===== config.mk =====
export PLATFORM = sky130hd
export DESIGN_NAME = stepSequencer
export DESIGN_NICKNAME = d
export VERILOG_FILES = /design/src/drumPkg.sv /design/src/stepSequencer.sv
export SDC_FILE = /design/constraint.sdc
export NUM_CORES = 1
export LEC_CHECK = 0
export ABC_AREA = 0
export BUFFER_PORTS_ARGS = -buffer_cell sky130_fd_sc_hd__buf_2
export CORE_MARGIN = 1
export CORE_UTILIZATION = 40
export CTS_CLUSTER_SIZE = 8
export DETAILED_ROUTE_END_ITERATION = 8
export GPL_ROUTABILITY_DRIVEN = 0
export HOLD_SLACK_MARGIN = 0.06
export PLACE_DENSITY = 0.74
export SLEW_MARGIN = 40
export SYNTH_ARGS = -nofsm -noshare
export SYNTH_HDL_FRONTEND = slang
export SYNTH_SLANG_ARGS = --single-unit

===== constraint.sdc =====
create_clock -name clk -period 1.5 [get_ports clk]
set_clock_uncertainty 0.15 [all_clocks]
set_input_delay 0.15 -clock clk [delete_from_list [all_inputs] [get_ports clk]]
set_output_delay 0.15 -clock clk [all_outputs]
set_load 0.1 [all_outputs]

===== src/drumPkg.sv =====
package drumPkg;

  // Grid geometry
  localparam int GridSize = 4;
  localparam int coordW   = 2;

  // Fixed point format, 1.17 signed
  localparam int FracBits = 17;

  typedef logic signed [17:0] sample_t;

  // Largest value below 1.0, stands in for one in (1 - eta)
  localparam sample_t OneFixed = 18'sh1ffff;

  // Wave coefficient rho per tension setting, all below 0.25
  localparam sample_t tensionTable [0:7] = '{
    18'sd2621,   // 0.02
    18'sd5243,   // 0.04
    18'sd7864,   // 0.06
    18'sd10486,  // 0.08
    18'sd13107,  // 0.10
    18'sd16384,  // 0.125
    18'sd19661,  // 0.15
    18'sd26214   // 0.20
  };

  typedef enum logic [1:0] {
    phIdle = 2'd0,
    phMul0 = 2'd1,
    phMul1 = 2'd2,
    phMul2 = 2'd3
  } phase_t;

  typedef struct packed {
    sample_t    eta;
    logic [2:0] tensionSel;
  } stepCmd_t;

  typedef struct packed {
    logic [coordW-1:0] strikeX;
    logic [coordW-1:0] strikeY;
    logic [coordW-1:0] listenX;
    logic [coordW-1:0] listenY;
    sample_t           amplitude;
  } strikeCmd_t;

  // Broadcast to every node of the grid
  typedef struct packed {
    phase_t            phase;
    sample_t           rho;
    sample_t           oneMinusEta;
    logic              clear;
    logic              strike;
    logic [coordW-1:0] strikeX;
    logic [coordW-1:0] strikeY;
    sample_t           amplitude;
  } nodeCtrl_t;

  // Full signed product, arithmetic shift by FracBits, truncate to 18 bits
  function automatic sample_t fixMul(input sample_t a, input sample_t b);
    logic signed [35:0] prod;
    prod = a * b;
    return sample_t'(prod >>> FracBits);
  endfunction

endpackage


===== src/stepSequencer.sv =====
module stepSequencer (
  input  logic                       clk,
  input  logic                       reset,
  input  logic                       stepValid,
  input  drumPkg::stepCmd_t          step,
  input  logic                       strikeValid,
  input  drumPkg::strikeCmd_t        strike,
  output drumPkg::nodeCtrl_t         ctrl,
  output logic [drumPkg::coordW-1:0] listenX,
  output logic [drumPkg::coordW-1:0] listenY,
  output logic                       sampleValid,
  output logic                       busy
);

  import drumPkg::*;

  phase_t            phase;
  sample_t           rhoReg;
  sample_t           oneMinusEtaReg;
  logic              strikePulse;
  logic [coordW-1:0] strikeXReg;
  logic [coordW-1:0] strikeYReg;
  sample_t           amplitudeReg;

  logic acceptStep;
  logic acceptStrike;

  // Strike wins over a simultaneous step
  assign acceptStrike = strikeValid && !busy;
  assign acceptStep   = stepValid && !busy && !strikeValid;

  always_ff @(posedge clk)
  begin
    if (reset)
    begin
      phase          <= phIdle;
      rhoReg         <= '0;
      oneMinusEtaReg <= '0;
      strikePulse    <= 1'b0;
      strikeXReg     <= '0;
      strikeYReg     <= '0;
      listenX        <= '0;
      listenY        <= '0;
      sampleValid    <= 1'b0;
      busy           <= 1'b0;
    end
    else
    begin
      strikePulse <= acceptStrike;
      sampleValid <= (phase == phMul2);

      case (phase)
        phIdle: if (acceptStep) phase <= phMul0;
        phMul0: phase <= phMul1;
        phMul1: phase <= phMul2;
        default: phase <= phIdle;
      endcase

      if (acceptStep)
      begin
        rhoReg         <= tensionTable[step.tensionSel];
        oneMinusEtaReg <= OneFixed - step.eta;
      end

      if (acceptStrike)
      begin
        strikeXReg <= strike.strikeX;
        strikeYReg <= strike.strikeY;
        listenX    <= strike.listenX;
        listenY    <= strike.listenY;
      end

      // Busy ends after the sample cycle or the strike cycle
      if (acceptStep || acceptStrike)
      begin
        busy <= 1'b1;
      end
      else if (sampleValid || strikePulse)
      begin
        busy <= 1'b0;
      end
    end
  end

  // Strike amplitude for the load cycle
  always_ff @(posedge clk)
  begin
    if (acceptStrike)
    begin
      amplitudeReg <= strike.amplitude;
    end
  end

  always_comb
  begin
    ctrl.phase       = phase;
    ctrl.rho         = rhoReg;
    ctrl.oneMinusEta = oneMinusEtaReg;
    ctrl.clear       = strikePulse;
    ctrl.strike      = strikePulse;
    ctrl.strikeX     = strikeXReg;
    ctrl.strikeY     = strikeYReg;
    ctrl.amplitude   = amplitudeReg;
  end

endmodule


# Word-level counts from Yosys, hierarchy flattened
# Memory sizes are Yosys's and may differ from the RTL's. A register that Yosys moved wholly into a read port is not among the register bits.
# Index checks and enable logic that the tools add are counted.
dict set report totals {
  romBits 144
  n_memories 1
  inputBits 51
  reg_bits 49
  elab_cells 30
  out_inout_bits 68
}
# memory depth word_bits rd rd_clocked_by_memory_dff wr line_no
set mem_list {}
lappend mem_list {{(name not given)} 8 18 1 1 0 stepSequencer.sv:61} ;# rhoReg <= tensionTable[step.tensionSel];
dict set report op_classes {
  n_reduce_logical 9
  n_mux 4
  n_eq_ne 4
  n_addsub 1
  n_bitwise 1
}
# cell n
set op_table {}
lappend op_table {{$sub 18x18->18 const A} 1}
lappend op_table {{$pmux 2 s3} 1}
lappend op_table {{$eq 2x2->1 const B} 2}
lappend op_table {{$not 3->4} 1}
lappend op_table {{$logic_and 1x1->1} 3}
lappend op_table {{$eq 2x1->1 const B} 1}
lappend op_table {{$logic_not 1->1} 2}
lappend op_table {{$logic_not 2->1} 1}
lappend op_table {{$logic_or 1x1->1} 2}
lappend op_table {{$mux 1} 2}
lappend op_table {{$mux 2} 1}
lappend op_table {{$ne 2x2->1 const B} 1}
lappend op_table {{$reduce_bool 2->1} 1}

# Logic depth before layout (Yosys ltp)
# Gate-level depths: netlist of run 1.
dict set report logic_depth {
  ltp_word 5
  ltp_mapped 5
  ltp_nobuf 5
}

# Worst setup path after synthesis of run 1
# Ideal clock, no wire load.
dict set report synth_timing {
  kind {flip-flop to flip-flop}
  from {register busy}
  to {register listenX[0] (netlist name)}
  t_required_ps 1218
  setup_slack_ps -480
  setup_time_ps 132
  path_buffers 1
  synth_period_minus_slack_ps 1980
  arrival_ps 1698
  path_stages_with_launch 6
  path_cell_list {dfxtp_1 -> nand2b_1 -> buf_2 -> inv_2 -> nand2_1 -> a21oi_1}
}
dict set report synth_via {
  elab_chain_len 2
}
# element line_no
set synth_lines {}
lappend synth_lines {{start, declared} stepSequencer.sv:12} ;# output logic busy
lappend synth_lines {{start signal, assigned} stepSequencer.sv:45} ;# busy <= 1'b0;
lappend synth_lines {{start signal, assigned} stepSequencer.sv:76} ;# busy <= 1'b1;
lappend synth_lines {{start signal, assigned} stepSequencer.sv:80} ;# busy <= 1'b0;
lappend synth_lines {{$logic_not 1->1} stepSequencer.sv:29} ;# assign acceptStrike = strikeValid && !busy;
lappend synth_lines {{$logic_and 1x1->1} stepSequencer.sv:29}
lappend synth_lines {{via acceptStrike} stepSequencer.sv:26} ;# logic acceptStrike;
lappend synth_lines {{end signal, assigned} stepSequencer.sv:69} ;# listenX <= strike.listenX;
lappend synth_lines {{end, declared} stepSequencer.sv:9} ;# output logic [drumPkg::coordW-1:0] listenX,
# The timed path passes the listed nets, and every way through them passes these cells.
# A chain may end at the register's enable or synchronous reset.

# Final worst setup path of run 1
dict set report layout_timing {
  from {register busy}
  to {register oneMinusEtaReg[0]}
}
dict set report layout_via {
  elab_chain_len 3
}
# element line_no
set layout_lines {}
lappend layout_lines {{$logic_not 1->1} stepSequencer.sv:30} ;# assign acceptStep = stepValid && !busy && !strikeValid;
lappend layout_lines {{$logic_and 1x1->1 (2 in a row)} stepSequencer.sv:30}
lappend layout_lines {{end signal, assigned} stepSequencer.sv:62} ;# oneMinusEtaReg <= OneFixed - step.eta;
lappend layout_lines {{end, declared} stepSequencer.sv:19} ;# sample_t oneMinusEtaReg;
# Every way passes these cells.

==> insert_results.sql, run 1 <==
INSERT INTO impl_metrics (metric_group, metric, value, unit) VALUES
('route', 'vias', '2223', ''),
('worst_setup_path', 'endpoint_kind', 'register', ''),
('route', 'met1_length', '2680', 'µm'),
('place', 'place.detailed.hpwl', '3740', 'µm'),
('worst_setup_path', 'cp-start-kind', 'register', ''),
('yosys', 'main_synth_ff_type', 'sky130_fd_sc_hd__dfxtp_1', ''),
('timing', 'hold-worst-slack', '78.3', 'ps'),
('final_layout', 'finish.net_count', '450', ''),
('global_routing', 'largest_net_degree_at_the_start_of_global_routing', '47', ''),
('yosys', 'ys_warn_count', '0', ''),
('timing', 'final_setup_violation_count', '0', ''),
('route', 'topRoutingLayerUsed', 'met4', ''),
('worst_setup_path', 'reg_to_reg_critical_path_startpoint', 'busy$_SDFFE_PP0P_', ''),
('die', 'std_cell_rows', '27', ''),
('power', 'power.leakage', '1.73', 'nW'),
('route', 'routed_met3_length', '443', 'µm'),
('clock_network', 'cts.clk_slew.worst_paths', '70', 'ps'),
('timing', 'final_min_period_over_clock_period', '0.975', ''),
('power', 'irDropWorstVdd', '0.747', 'mV'),
('outcome', 'run_status', 'completed', ''),
('worst_setup_path', 'timing.critical_path.required', '1600', 'ps'),
('yosys', 'syn-instance-count', '221', ''),
('worst_setup_path', 'r2r_slack', '40', 'ps'),
('die', 'num_io_pins', '119', ''),
('final_layout', 'drive_above_1_share', '0.401', ''),
('place', 'post-place-cells', '397', ''),
('yosys', 'syn_area', '2360', 'µm²'),
('die', 'design.die.area', '6220', 'µm²'),
('job', 'cap_viol_max_count', '0', ''),
('route', 'detail_route.drc_violations', '0', ''),
('worst_setup_path', 'crit_type', 'reg -> reg', ''),
('final_layout', 'share_of_the_core_filled_with_cells_in_the_final_layout', '0.686', ''),
('yosys', 'synth.area.top_cells', 'sky130_fd_sc_hd__dfxtp_1, sky130_fd_sc_hd__edfxtp_1, sky130_fd_sc_hd__a211oi_1, sky130_fd_sc_hd__nor2_1, sky130_fd_sc_hd__nand2_1', ''),
('global_routing', 'grt_first_pass_wirelength', '9510', 'µm'),
('worst_setup_path', 'cp-startpoint', 'busy$_SDFFE_PP0P_', ''),
('yosys', 'synth.most_common_cell', 'sky130_fd_sc_hd__dfxtp_1', ''),
('route', 'met2_wirelength', '3340', 'µm'),
('route', 'routed_wire_length_per_instance', '14.1', 'µm'),
('clock_network', 'cts_made_buffers', '9', ''),
('power', 'powerDensity', '1290', 'nW/µm²'),
('die', 'fp.dieW', '78.9', 'µm'),
('route', 'dr.first_iter.drc_count', '101', ''),
('timing', 'slew_violations', '0', ''),
('yosys', 'post-synth-top-area-cell', 'sky130_fd_sc_hd__dfxtp_1', ''),
('power', 'report.power.total', '4.95', 'mW'),
('global_routing', 'globalRoute.totalOverflow', '0', ''),
('yosys', 'async_flop_share', '0', ''),
('yosys', 'synth_top_area_frac', '0.390', ''),
('timing', 'hold_viol_final', '0', ''),
('clock_network', 'tritoncts_clock_tree', 'built', ''),
('hold_path', 'min_path_type', 'in -> reg', ''),
('clock_network', 'cts_htree_levels', '3', ''),
('route', 'drt_first_pass_iters', '4', ''),
('yosys', 'synth.top_cells.by_count', 'sky130_fd_sc_hd__dfxtp_1, sky130_fd_sc_hd__nor2_1, sky130_fd_sc_hd__nand2_1', ''),
('yosys', 'synth_enable_flop_cells', '18', ''),
('global_routing', 'initial_antenna_violation_count', '0', ''),
('clock_network', 'clock-root-buffer', 'sky130_fd_sc_hd__clkbuf_8', ''),
('final_layout', 'final.fill_count', '430', ''),
('timing', 'fin_setup_tns', '0', 'ps'),
('route', 'wirelength', '6630', 'µm'),
('final_layout', 'layout.cells.non_filler', '469', ''),
('die', 'initial_utilization', '0.421', ''),
('clock_network', 'maximum_count_of_clock_buffers_along_a_single_path', '2', ''),
('die', 'core_footprint', '5610', 'µm²'),
('global_routing', 'globalRouteTotalUtil', '0.203', ''),
('final_layout', 'num_antenna_cells', '0', ''),
('yosys', 'seq_area_frac_synth', '0.619', ''),
('hold_path', 'min_from', 'stepValid', ''),
('clock_network', 'clkSinkCount', '64', ''),
('route', 'avgViaCountPerCell', '4.74', ''),
('timing', 'grt_setup_unrepaired', 'false', '');
==> power breakdown <==
part	switching (mW)	internal [mW]	total [mW]	leakage [nW]
Clock	0.629	0.843	1.47	0.107
Sequential	0.0594	1.90	1.96	0.550
Combinational	1.16	0.358	1.52	1.08
Total	1.85	3.11	4.95	1.73
==> kinds of logic after synthesis <==
| group | after synthesis | synth area share |
|---|---|---|
| DFF | 64 | 0.619 |
| adders and majority gates | 7 | 0.0371 |
| other | 1 | 0.00159 |
| muxes | 2 | 0.00847 |
| and+or+nand+nor | 78 | 0.147 |
| buffers and inverters | 25 | 0.0604 |
| AOI/OAI and AO/OA | 44 | 0.127 |
==> final timing paths <==
check,end,depth (start not counted)
worst min-delay path,busy$_SDFFE_PP0P_,3
worst max register to register,oneMinusEtaReg[0]$_SDFFE_PP0P_,6
worst max-delay path,oneMinusEtaReg[0]$_SDFFE_PP0P_,6
worst min register to register,listenX[1]$_SDFFE_PP0P_,2
==> what timing repair did <==
action / in CTS / in global routing
setup endpoints to repair: 0 / 19
buffers inserted: 0 / 4
hold endpoints to repair: 48 / 0
gates resized for setup: 0 / 11
hold buffers: 49 / 0
==> registers in the layout, summed over array words and instances, names as in the netlist <==
signal / cells
amplitudeReg: 18
busy: 1
listenX: 2
listenY: 2
oneMinusEtaReg: 18
phase: 2
rhoReg: 15
sampleValid: 1
strikePulse: 1
strikeXReg: 2
strikeYReg: 2
==> layer usage <==
layer,global-route usage,vias to the layer above
met3,0.0678,17
met1,0.217,1010
met2,0.367,99
met5,0,-
met4,0.0818,0
li1,-,1097
==> stage by stage <==
stage          area, µm²  setup WS, ps
2_1_floorplan       2390          1.61
3_3_place_gp        3010           124
3_5_place_dp        3010           107
4_1_cts             3710          23.7
5_1_grt             3840          1.76
6_report            3840          37.8
==> critical path, stage by stage (launching register included) <==
cell	delay, ps
sky130_fd_sc_hd__dfxtp_4	360
sky130_fd_sc_hd__nor3b_4	240
sky130_fd_sc_hd__buf_6	150
sky130_fd_sc_hd__buf_6	110
sky130_fd_sc_hd__clkbuf_16	140
sky130_fd_sc_hd__nor2_1	40
sky130_fd_sc_hd__a211oi_1	190
==> placed cells by master (no fill, tap or decap) <==
master	n
sky130_fd_sc_hd__nand2b_1	4
sky130_fd_sc_hd__nand2_1	27
sky130_fd_sc_hd__buf_4	5
sky130_fd_sc_hd__dfxtp_1	40
sky130_fd_sc_hd__nor2b_1	2
sky130_fd_sc_hd__dlymetal6s4s_1	1
sky130_fd_sc_hd__buf_2	114
sky130_fd_sc_hd__edfxtp_1	18
sky130_fd_sc_hd__nor2_1	32
sky130_fd_sc_hd__or3b_4	1
sky130_fd_sc_hd__dlygate4sd3_1	48
sky130_fd_sc_hd__mux2i_1	2
sky130_fd_sc_hd__nor3b_2	1
sky130_fd_sc_hd__clkbuf_4	1
sky130_fd_sc_hd__buf_6	4
sky130_fd_sc_hd__o211ai_1	2
sky130_fd_sc_hd__clkbuf_16	4
sky130_fd_sc_hd__clkbuf_8	10
sky130_fd_sc_hd__nor3b_4	1
sky130_fd_sc_hd__dfxtp_4	2
sky130_fd_sc_hd__a311oi_2	1
sky130_fd_sc_hd__nand3b_1	1
sky130_fd_sc_hd__inv_4	1
sky130_fd_sc_hd__nor3b_1	2
sky130_fd_sc_hd__clkbuf_1	2
sky130_fd_sc_hd__nor3_1	4
sky130_fd_sc_hd__conb_1	3
sky130_fd_sc_hd__clkinv_2	2
sky130_fd_sc_hd__a21oi_1	15
sky130_fd_sc_hd__a211oi_1	14
sky130_fd_sc_hd__nand3_1	3
sky130_fd_sc_hd__inv_1	5
sky130_fd_sc_hd__ha_1	7
sky130_fd_sc_hd__dfxtp_2	4
sky130_fd_sc_hd__o31ai_1	1
sky130_fd_sc_hd__a211oi_2	6
sky130_fd_sc_hd__a311oi_1	3
sky130_fd_sc_hd__o21ai_0	2
sky130_fd_sc_hd__buf_12	2
==> cell type report <==
type	instances	area (µm²)	share of cell area
tap	72	90.1	0.0234
timing repair buffer	177	1240	0.323
inverter	6	25.0	0.00651
multi-input combinational	134	807	0.210
clock inverter	2	10.0	0.00260
sequential	64	1470	0.383
clock buffer	14	195	0.0508
Note: power is estimated with default switching activity, not from simulation.
==> run 2, diff against run 1 <==
- PLACE_DENSITY: 0.74 -> 0.8
==> insert_results.sql, run 2 (synthesis gave the netlist of run 1 again) <==
INSERT INTO impl_metrics (metric_group, metric, value, unit) VALUES
('place', 'pre_cts_ws', '108', 'ps'),
('clock_network', 'cts_made_buffers', '9', ''),
('worst_setup_path', 'critical_path.max_stage_delay', '370', 'ps'),
('global_routing', 'globalRoute.totalOverflow', '0', ''),
('worst_setup_path', 'worstPathCellList', 'nor3b_4 -> buf_6 -> buf_6 -> clkbuf_16 -> nor2_1 -> a211oi_1', ''),
('clock_network', 'tritoncts_clock_tree', 'built', ''),
('global_routing', 'largest_net_degree_at_the_start_of_global_routing', '57', ''),
('final_layout', 'mostFrequentLayoutCell', 'sky130_fd_sc_hd__buf_2', ''),
('timing', 'worst_slew_pin_slew', '515', 'ps'),
('power', 'powerDensity', '1340', 'nW/µm²'),
('final_layout', 'layout.cells.non_filler', '469', ''),
('place', 'placement.io_buffers', '115', ''),
('timing', 'fin_ws', '33.5', 'ps'),
('worst_setup_path', 'timing.critical_path.max_delay_family', 'buffers and inverters', ''),
('power', 'report.power.total', '5.26', 'mW'),
('global_routing', 'grt_first_pass_wirelength', '9970', 'µm'),
('final_layout', 'share_of_the_core_filled_with_cells_in_the_final_layout', '0.699', ''),
('die', 'dieHeight', '78.9', 'µm'),
('route', 'detail_route.drc_violations', '0', ''),
('worst_setup_path', 'arrival', '1560', 'ps'),
('timing', 'slew_violations', '0', ''),
('worst_setup_path', 'cp.buffers_inverters', '3', ''),
('clock_network', 'cts.clk_slew.worst_paths', '70', 'ps'),
('power', 'power.leakage', '1.76', 'nW'),
('route', 'dr.first_iter.drc_count', '83', ''),
('place', 'place.detailed.hpwl', '3750', 'µm'),
('global_routing', 'first_global_vias', '2090', ''),
('worst_setup_path', 'critical_path_peak_fanout', '7', ''),
('route', 'wirelength', '7160', 'µm'),
('timing', 'final_setup_violation_count', '0', ''),
('final_layout', 'areaGrowthSynthToFinish', '65.9', '%'),
('final_layout', 'fin_area', '3920', 'µm²'),
('clock_network', 'clkSinkCount', '64', ''),
('timing', 'finalWorstPathRequiredPeriod', '1470', 'ps'),
('die', 'core_footprint', '5610', 'µm²'),
('route', 'vias', '2258', ''),
('timing', 'hold-worst-slack', '65.6', 'ps'),
('worst_setup_path', 'crit_type', 'reg -> reg', ''),
('global_routing', 'initial_antenna_violation_count', '0', ''),
('worst_setup_path', 'timing.critical_path.required', '1600', 'ps'),
('timing', 'timing.slew.headroom', '0.659', ''),
('die', 'design.die.area', '6220', 'µm²'),
('worst_setup_path', 'critical_path.slowest_cell', 'sky130_fd_sc_hd__dfxtp_4', ''),
('clock_network', 'maximum_count_of_clock_buffers_along_a_single_path', '2', ''),
('timing', 'grt_setup_unrepaired', 'true', ''),
('worst_setup_path', 'endpoint_kind', 'register', ''),
('die', 'fp.dieW', '78.9', 'µm'),
('worst_setup_path', 'critical_path.most_common_cell', 'sky130_fd_sc_hd__buf_6', ''),
('die', 'std_cell_rows', '27', ''),
('place', 'post-place-cells', '394', ''),
('clock_network', 'clkLatencyLatePin', '330', 'ps'),
('hold_path', 'min_path_type', 'in -> reg', ''),
('timing', 'hold_viol_final', '0', ''),
('die', 'num_io_pins', '119', ''),
('outcome', 'run_status', 'completed', ''),
('final_layout', 'finish.net_count', '450', ''),
('route', 'routed_wire_length_per_instance', '15.3', 'µm'),
('timing', 'fmaxAchievable', '682', 'MHz'),
('final_layout', 'largestRegisters', 'amplitudeReg x18, oneMinusEtaReg x18, rhoReg x15', ''),
('place', 'placement.cell_area', '2990', 'µm²'),
('worst_setup_path', 'cp-start-kind', 'register', ''),
('route', 'postRouteAntennaNets', '0', ''),
('route', 'drt_first_pass_iters', '4', ''),
('route', 'avgViaCountPerCell', '4.81', ''),
('final_layout', 'drive_above_1_share', '0.406', ''),
('global_routing', 'globalRouteTotalUtil', '0.212', ''),
('timing', 'final_min_period_over_clock_period', '0.978', ''),
('clock_network', 'cts_htree_levels', '3', ''),
('job', 'cap_viol_max_count', '0', ''),
('die', 'initial_utilization', '0.421', ''),
('final_layout', 'final_cell_mix', 'sky130_fd_sc_hd__buf_2, sky130_fd_sc_hd__dlygate4sd3_1, sky130_fd_sc_hd__dfxtp_1', ''),
('power', 'irDropWorstVdd', '0.620', 'mV'),
('final_layout', 'num_antenna_cells', '0', ''),
('clock_network', 'clock-root-buffer', 'sky130_fd_sc_hd__clkbuf_8', ''),
('timing', 'fin_setup_tns', '0', 'ps');
run 2: cell count changes in the layout (fill, tap and decap cells not counted), sizes merged:
cell,previous run,this run
clkinvlp,0,1
clkbuf,17,12
buf,125,124
dlygate4sd3,48,49
inv,6,7
bufinv,0,3
run 2: area by class of cell:
type                       instances  area (µm²)
sequential                        64        1470
inverter                           6        25.0
timing repair buffer             177        1270
tap                               72        90.1
clock buffer                       9         124
fill                             425        1690
clock inverter                     7         119
multi-input combinational        134         817
run 2: worst paths after layout:
path	from	to	slack (ps)	cells past startpoint
worst min register to register	listenX[1]$_SDFFE_PP0P_	listenX[1]$_SDFFE_PP0P_	300	2
worst max register to register	busy$_SDFFE_PP0P_	oneMinusEtaReg[16]$_SDFFE_PP0P_	30	6
worst max-delay path	busy$_SDFFE_PP0P_	oneMinusEtaReg[16]$_SDFFE_PP0P_	30	6
worst min-delay path	stepValid	busy$_SDFFE_PP0P_	70	3
run 2: power breakdown:
part,total [mW],switching [mW],internal [mW]
Combinational,1.53,1.17,0.362
Clock,1.77,0.661,1.11
Sequential,1.97,0.0641,1.90
run 2: what timing repair did:
item / CTS / global route
hold buffers: 50 / 0
buffers inserted: 0 / 4
setup endpoints to repair: 0 / 36
resized for setup: 0 / 12
endpoints found under the hold margin: 49 / 0
run 2: worst min-delay path, delay by kind of cell:
family | cells | cell delay, ps
compound gates | 1 | 80
buf+inv | 1 | 200
simple gates | 1 | 70
run 2: routing by layer:
layer	global-route usage	vias to the layer above	routed length (µm)
met5	0	-	0
met4	0.0945	0	153
li1	-	1100	-
met1	0.244	1039	3010
met3	0.0483	16	484
met2	0.373	103	3520
==> run 3, diff against run 2 <==
- CELL_PAD_IN_SITES_DETAIL_PLACEMENT: not set -> 1
- CELL_PAD_IN_SITES_GLOBAL_PLACEMENT: not set -> 1
- CORE_UTILIZATION: 40 -> 30
- PLACE_DENSITY: 0.8 -> 0.73
==> insert_results.sql, run 3 (synthesis gave the netlist of run 1 again) <==
INSERT INTO impl_metrics (metric_group, metric, value, unit) VALUES
('timing', 'hold_viol_final', '0', ''),
('power', 'power.combinational.fraction', '0.296', ''),
('worst_setup_path', 'cp-start-kind', 'register', ''),
('clock_network', 'clkSinkCount', '64', ''),
('timing', 'grt_setup_unrepaired', 'true', ''),
('route', 'postRouteAntennaNets', '0', ''),
('place', 'place.detailed.hpwl', '4330', 'µm'),
('timing', 'hold-worst-slack', '84.1', 'ps'),
('clock_network', 'clock-root-buffer', 'sky130_fd_sc_hd__clkbuf_8', ''),
('global_routing', 'globalRouteTotalUtil', '0.192', ''),
('hold_path', 'holdPathStages', '3', ''),
('route', 'routed_wire_length_per_instance', '16.0', 'µm'),
('global_routing', 'grt_first_pass_wirelength', '12100', 'µm'),
('clock_network', 'clkLatencyLatePin', '330', 'ps'),
('worst_setup_path', 'critical_path.slowest_cell', 'sky130_fd_sc_hd__dfxtp_4', ''),
('power', 'p_clk_frac', '0.317', ''),
('place', 'placement.cell_area', '3050', 'µm²'),
('timing', 'finalWorstPathRequiredPeriod', '1450', 'ps'),
('hold_path', 'min_path_type', 'in -> reg', ''),
('worst_setup_path', 'timing.critical_path.required', '1600', 'ps'),
('power', 'irDropWorstVdd', '0.532', 'mV'),
('power', 'p_sw_frac', '0.373', ''),
('power', 'p_switching', '1.90', 'mW'),
('power', 'power.leakage', '1.68', 'nW'),
('final_layout', 'multi_input_area', '777', 'µm²'),
('global_routing', 'globalRoute.totalOverflow', '0', ''),
('worst_setup_path', 'timing.rr.end', 'rhoReg[11]$_SDFFE_PP0P_', ''),
('timing', 'final_setup_violation_count', '0', ''),
('die', 'fp.dieW', '90.7', 'µm'),
('die', 'num_io_pins', '119', ''),
('worst_setup_path', 'timing.reg2reg.worst_path_depth', '5', ''),
('worst_setup_path', 'arrival', '1550', 'ps'),
('final_layout', 'fin_area', '3800', 'µm²'),
('place', 'placement.io_buffers', '115', ''),
('worst_setup_path', 'reg_to_reg_critical_path_startpoint', 'busy$_SDFFE_PP0P_', ''),
('timing', 'fin_setup_tns', '0', 'ps'),
('final_layout', 'mostFrequentLayoutCell', 'sky130_fd_sc_hd__buf_2', ''),
('final_layout', 'finish.net_count', '444', ''),
('worst_setup_path', 'crit_type', 'reg -> reg', ''),
('die', 'std_cell_rows', '31', ''),
('power', 'fraction_of_power_consumed_by_sequential_logic', '0.387', ''),
('global_routing', 'first_global_vias', '2291', ''),
('worst_setup_path', 'critical_path.max_stage_delay', '380', 'ps'),
('clock_network', 'cts_htree_levels', '3', ''),
('final_layout', 'drive_above_1_share', '0.376', ''),
('timing', 'final_min_period_over_clock_period', '0.963', ''),
('die', 'core_footprint', '7450', 'µm²'),
('worst_setup_path', 'r2r_slack', '50', 'ps'),
('route', 'dr.first_iter.drc_count', '52', ''),
('route', 'vias', '2220', ''),
('hold_path', 'endpoint_of_the_worst_hold_timing_path', 'rhoReg[1]$_SDFFE_PP0P_', ''),
('die', 'design.die.area', '8230', 'µm²'),
('die', 'initial_utilization', '0.317', ''),
('final_layout', 'area_taken_by_flip_flops_and_latches', '1470', 'µm²'),
('final_layout', 'areaGrowthSynthToFinish', '60.7', '%'),
('clock_network', 'tritoncts_clock_tree', 'built', ''),
('power', 'powerDensity', '1340', 'nW/µm²'),
('final_layout', 'share_of_the_core_filled_with_cells_in_the_final_layout', '0.510', ''),
('route', 'wirelength', '7860', 'µm'),
('worst_setup_path', 'worstPathCellList', 'nor3b_4 -> buf_4 -> clkbuf_16 -> nor2_1 -> nor3_1', ''),
('final_layout', 'num_antenna_cells', '0', ''),
('worst_setup_path', 'endpoint_kind', 'register', ''),
('power', 'power.internal', '3.19', 'mW'),
('die', 'dieHeight', '90.7', 'µm'),
('hold_path', 'min_from', 'step[0]', ''),
('power', 'report.power.total', '5.09', 'mW'),
('timing', 'fmaxAchievable', '692', 'MHz'),
('job', 'cap_viol_max_count', '0', ''),
('timing', 'timing.slew.headroom', '0.662', ''),
('route', 'drt_first_pass_iters', '3', ''),
('global_routing', 'initial_antenna_violation_count', '0', ''),
('clock_network', 'cts.clk_slew.worst_paths', '70', 'ps'),
('route', 'avgViaCountPerCell', '4.53', ''),
('timing', 'slew_violations', '0', ''),
('worst_setup_path', 'critical_path_peak_fanout', '22', ''),
('final_layout', 'final.fill_count', '871', ''),
('clock_network', 'cts_made_buffers', '9', ''),
('route', 'detail_route.drc_violations', '0', ''),
('clock_network', 'maximum_count_of_clock_buffers_along_a_single_path', '2', ''),
('timing', 'worst_slew_pin_slew', '511', 'ps'),
('final_layout', 'largestRegisters', 'amplitudeReg x18, oneMinusEtaReg x18, rhoReg x15', ''),
('final_layout', 'final_cell_mix', 'sky130_fd_sc_hd__buf_2, sky130_fd_sc_hd__dlygate4sd3_1, sky130_fd_sc_hd__dfxtp_1', ''),
('outcome', 'run_status', 'completed', ''),
('global_routing', 'largest_net_degree_at_the_start_of_global_routing', '47', '');
[run 3: worst max-delay path, delay by kind of cell (launching register included)]
kind / cells / cell delay (ps)
buffers and inverters: 2 / 350
flip-flops: 1 / 380
AND/OR/NAND/NOR: 3 / 480
[run 3: worst max-delay path by stage]
| stage | from | endpoint | cells past startpoint |
|---|---|---|---|
| CTS | strikePulse$_SDFF_PP0_ | ctrl[22] | 1 |
| global placement | busy$_SDFFE_PP0P_ | rhoReg[12]$_SDFFE_PP0P_ | 3 |
| detailed placement | busy$_SDFFE_PP0P_ | rhoReg[6]$_SDFFE_PP0P_ | 4 |
| global route | busy$_SDFFE_PP0P_ | rhoReg[11]$_SDFFE_PP0P_ | 5 |
| floorplan | sampleValid$_SDFF_PP0_ | busy$_SDFFE_PP0P_ | 3 |
| finish | busy$_SDFFE_PP0P_ | rhoReg[11]$_SDFFE_PP0P_ | 5 |
[run 3: what timing repair did]
action | CTS | global route
setup buffers | 0 | 1
gates resized for setup | 0 | 3
hold endpoints to repair | 47 | 0
setup endpoints to repair | 0 | 8
hold buffers | 49 | 0
[run 3: layout make-up]
| cell class | count | area share |
|---|---|---|
| clock buffer | 11 | 0.0346 |
| clock inverter | 5 | 0.0214 |
| inverter | 6 | 0.00659 |
| multi-input combinational | 134 | 0.205 |
| sequential | 64 | 0.388 |
| tap | 99 | 0.0326 |
| timing repair buffer | 171 | 0.312 |
[run 3: per-stage QoR]
| step | setup slack (ps) | std cells |
|---|---|---|
| 2_1_floorplan | 1.61 | 223 |
| 5_1_grt | -11.7 | 490 |
| 6_report | 54.9 | 490 |
| 3_5_place_dp | 40.4 | 423 |
| 4_1_cts | 23.7 | 488 |
| 3_3_place_gp | 95.2 | 423 |
[run 3: layer usage]
metal  wire length, µm  global-route usage  vias to the layer above  part of all wire
met3               473              0.0497                       12             0.060
met1              3260               0.216                     1043              0.41
met4               109              0.0726                        0             0.014
li1                  -                   -                     1081                 -
met5                 0                   0                        -                 0
met2              4020               0.347                       84              0.51
[run 3: power by group through the flow]
stage,Clock [mW],Combinational (mW),Sequential (mW)
global placement,0,1.36,2.00
finish,1.61,1.50,1.97
global route,1.74,1.57,1.99
floorplan,0,0.320,2.81
CTS,1.65,1.48,1.97
detailed placement,0,1.38,2.01
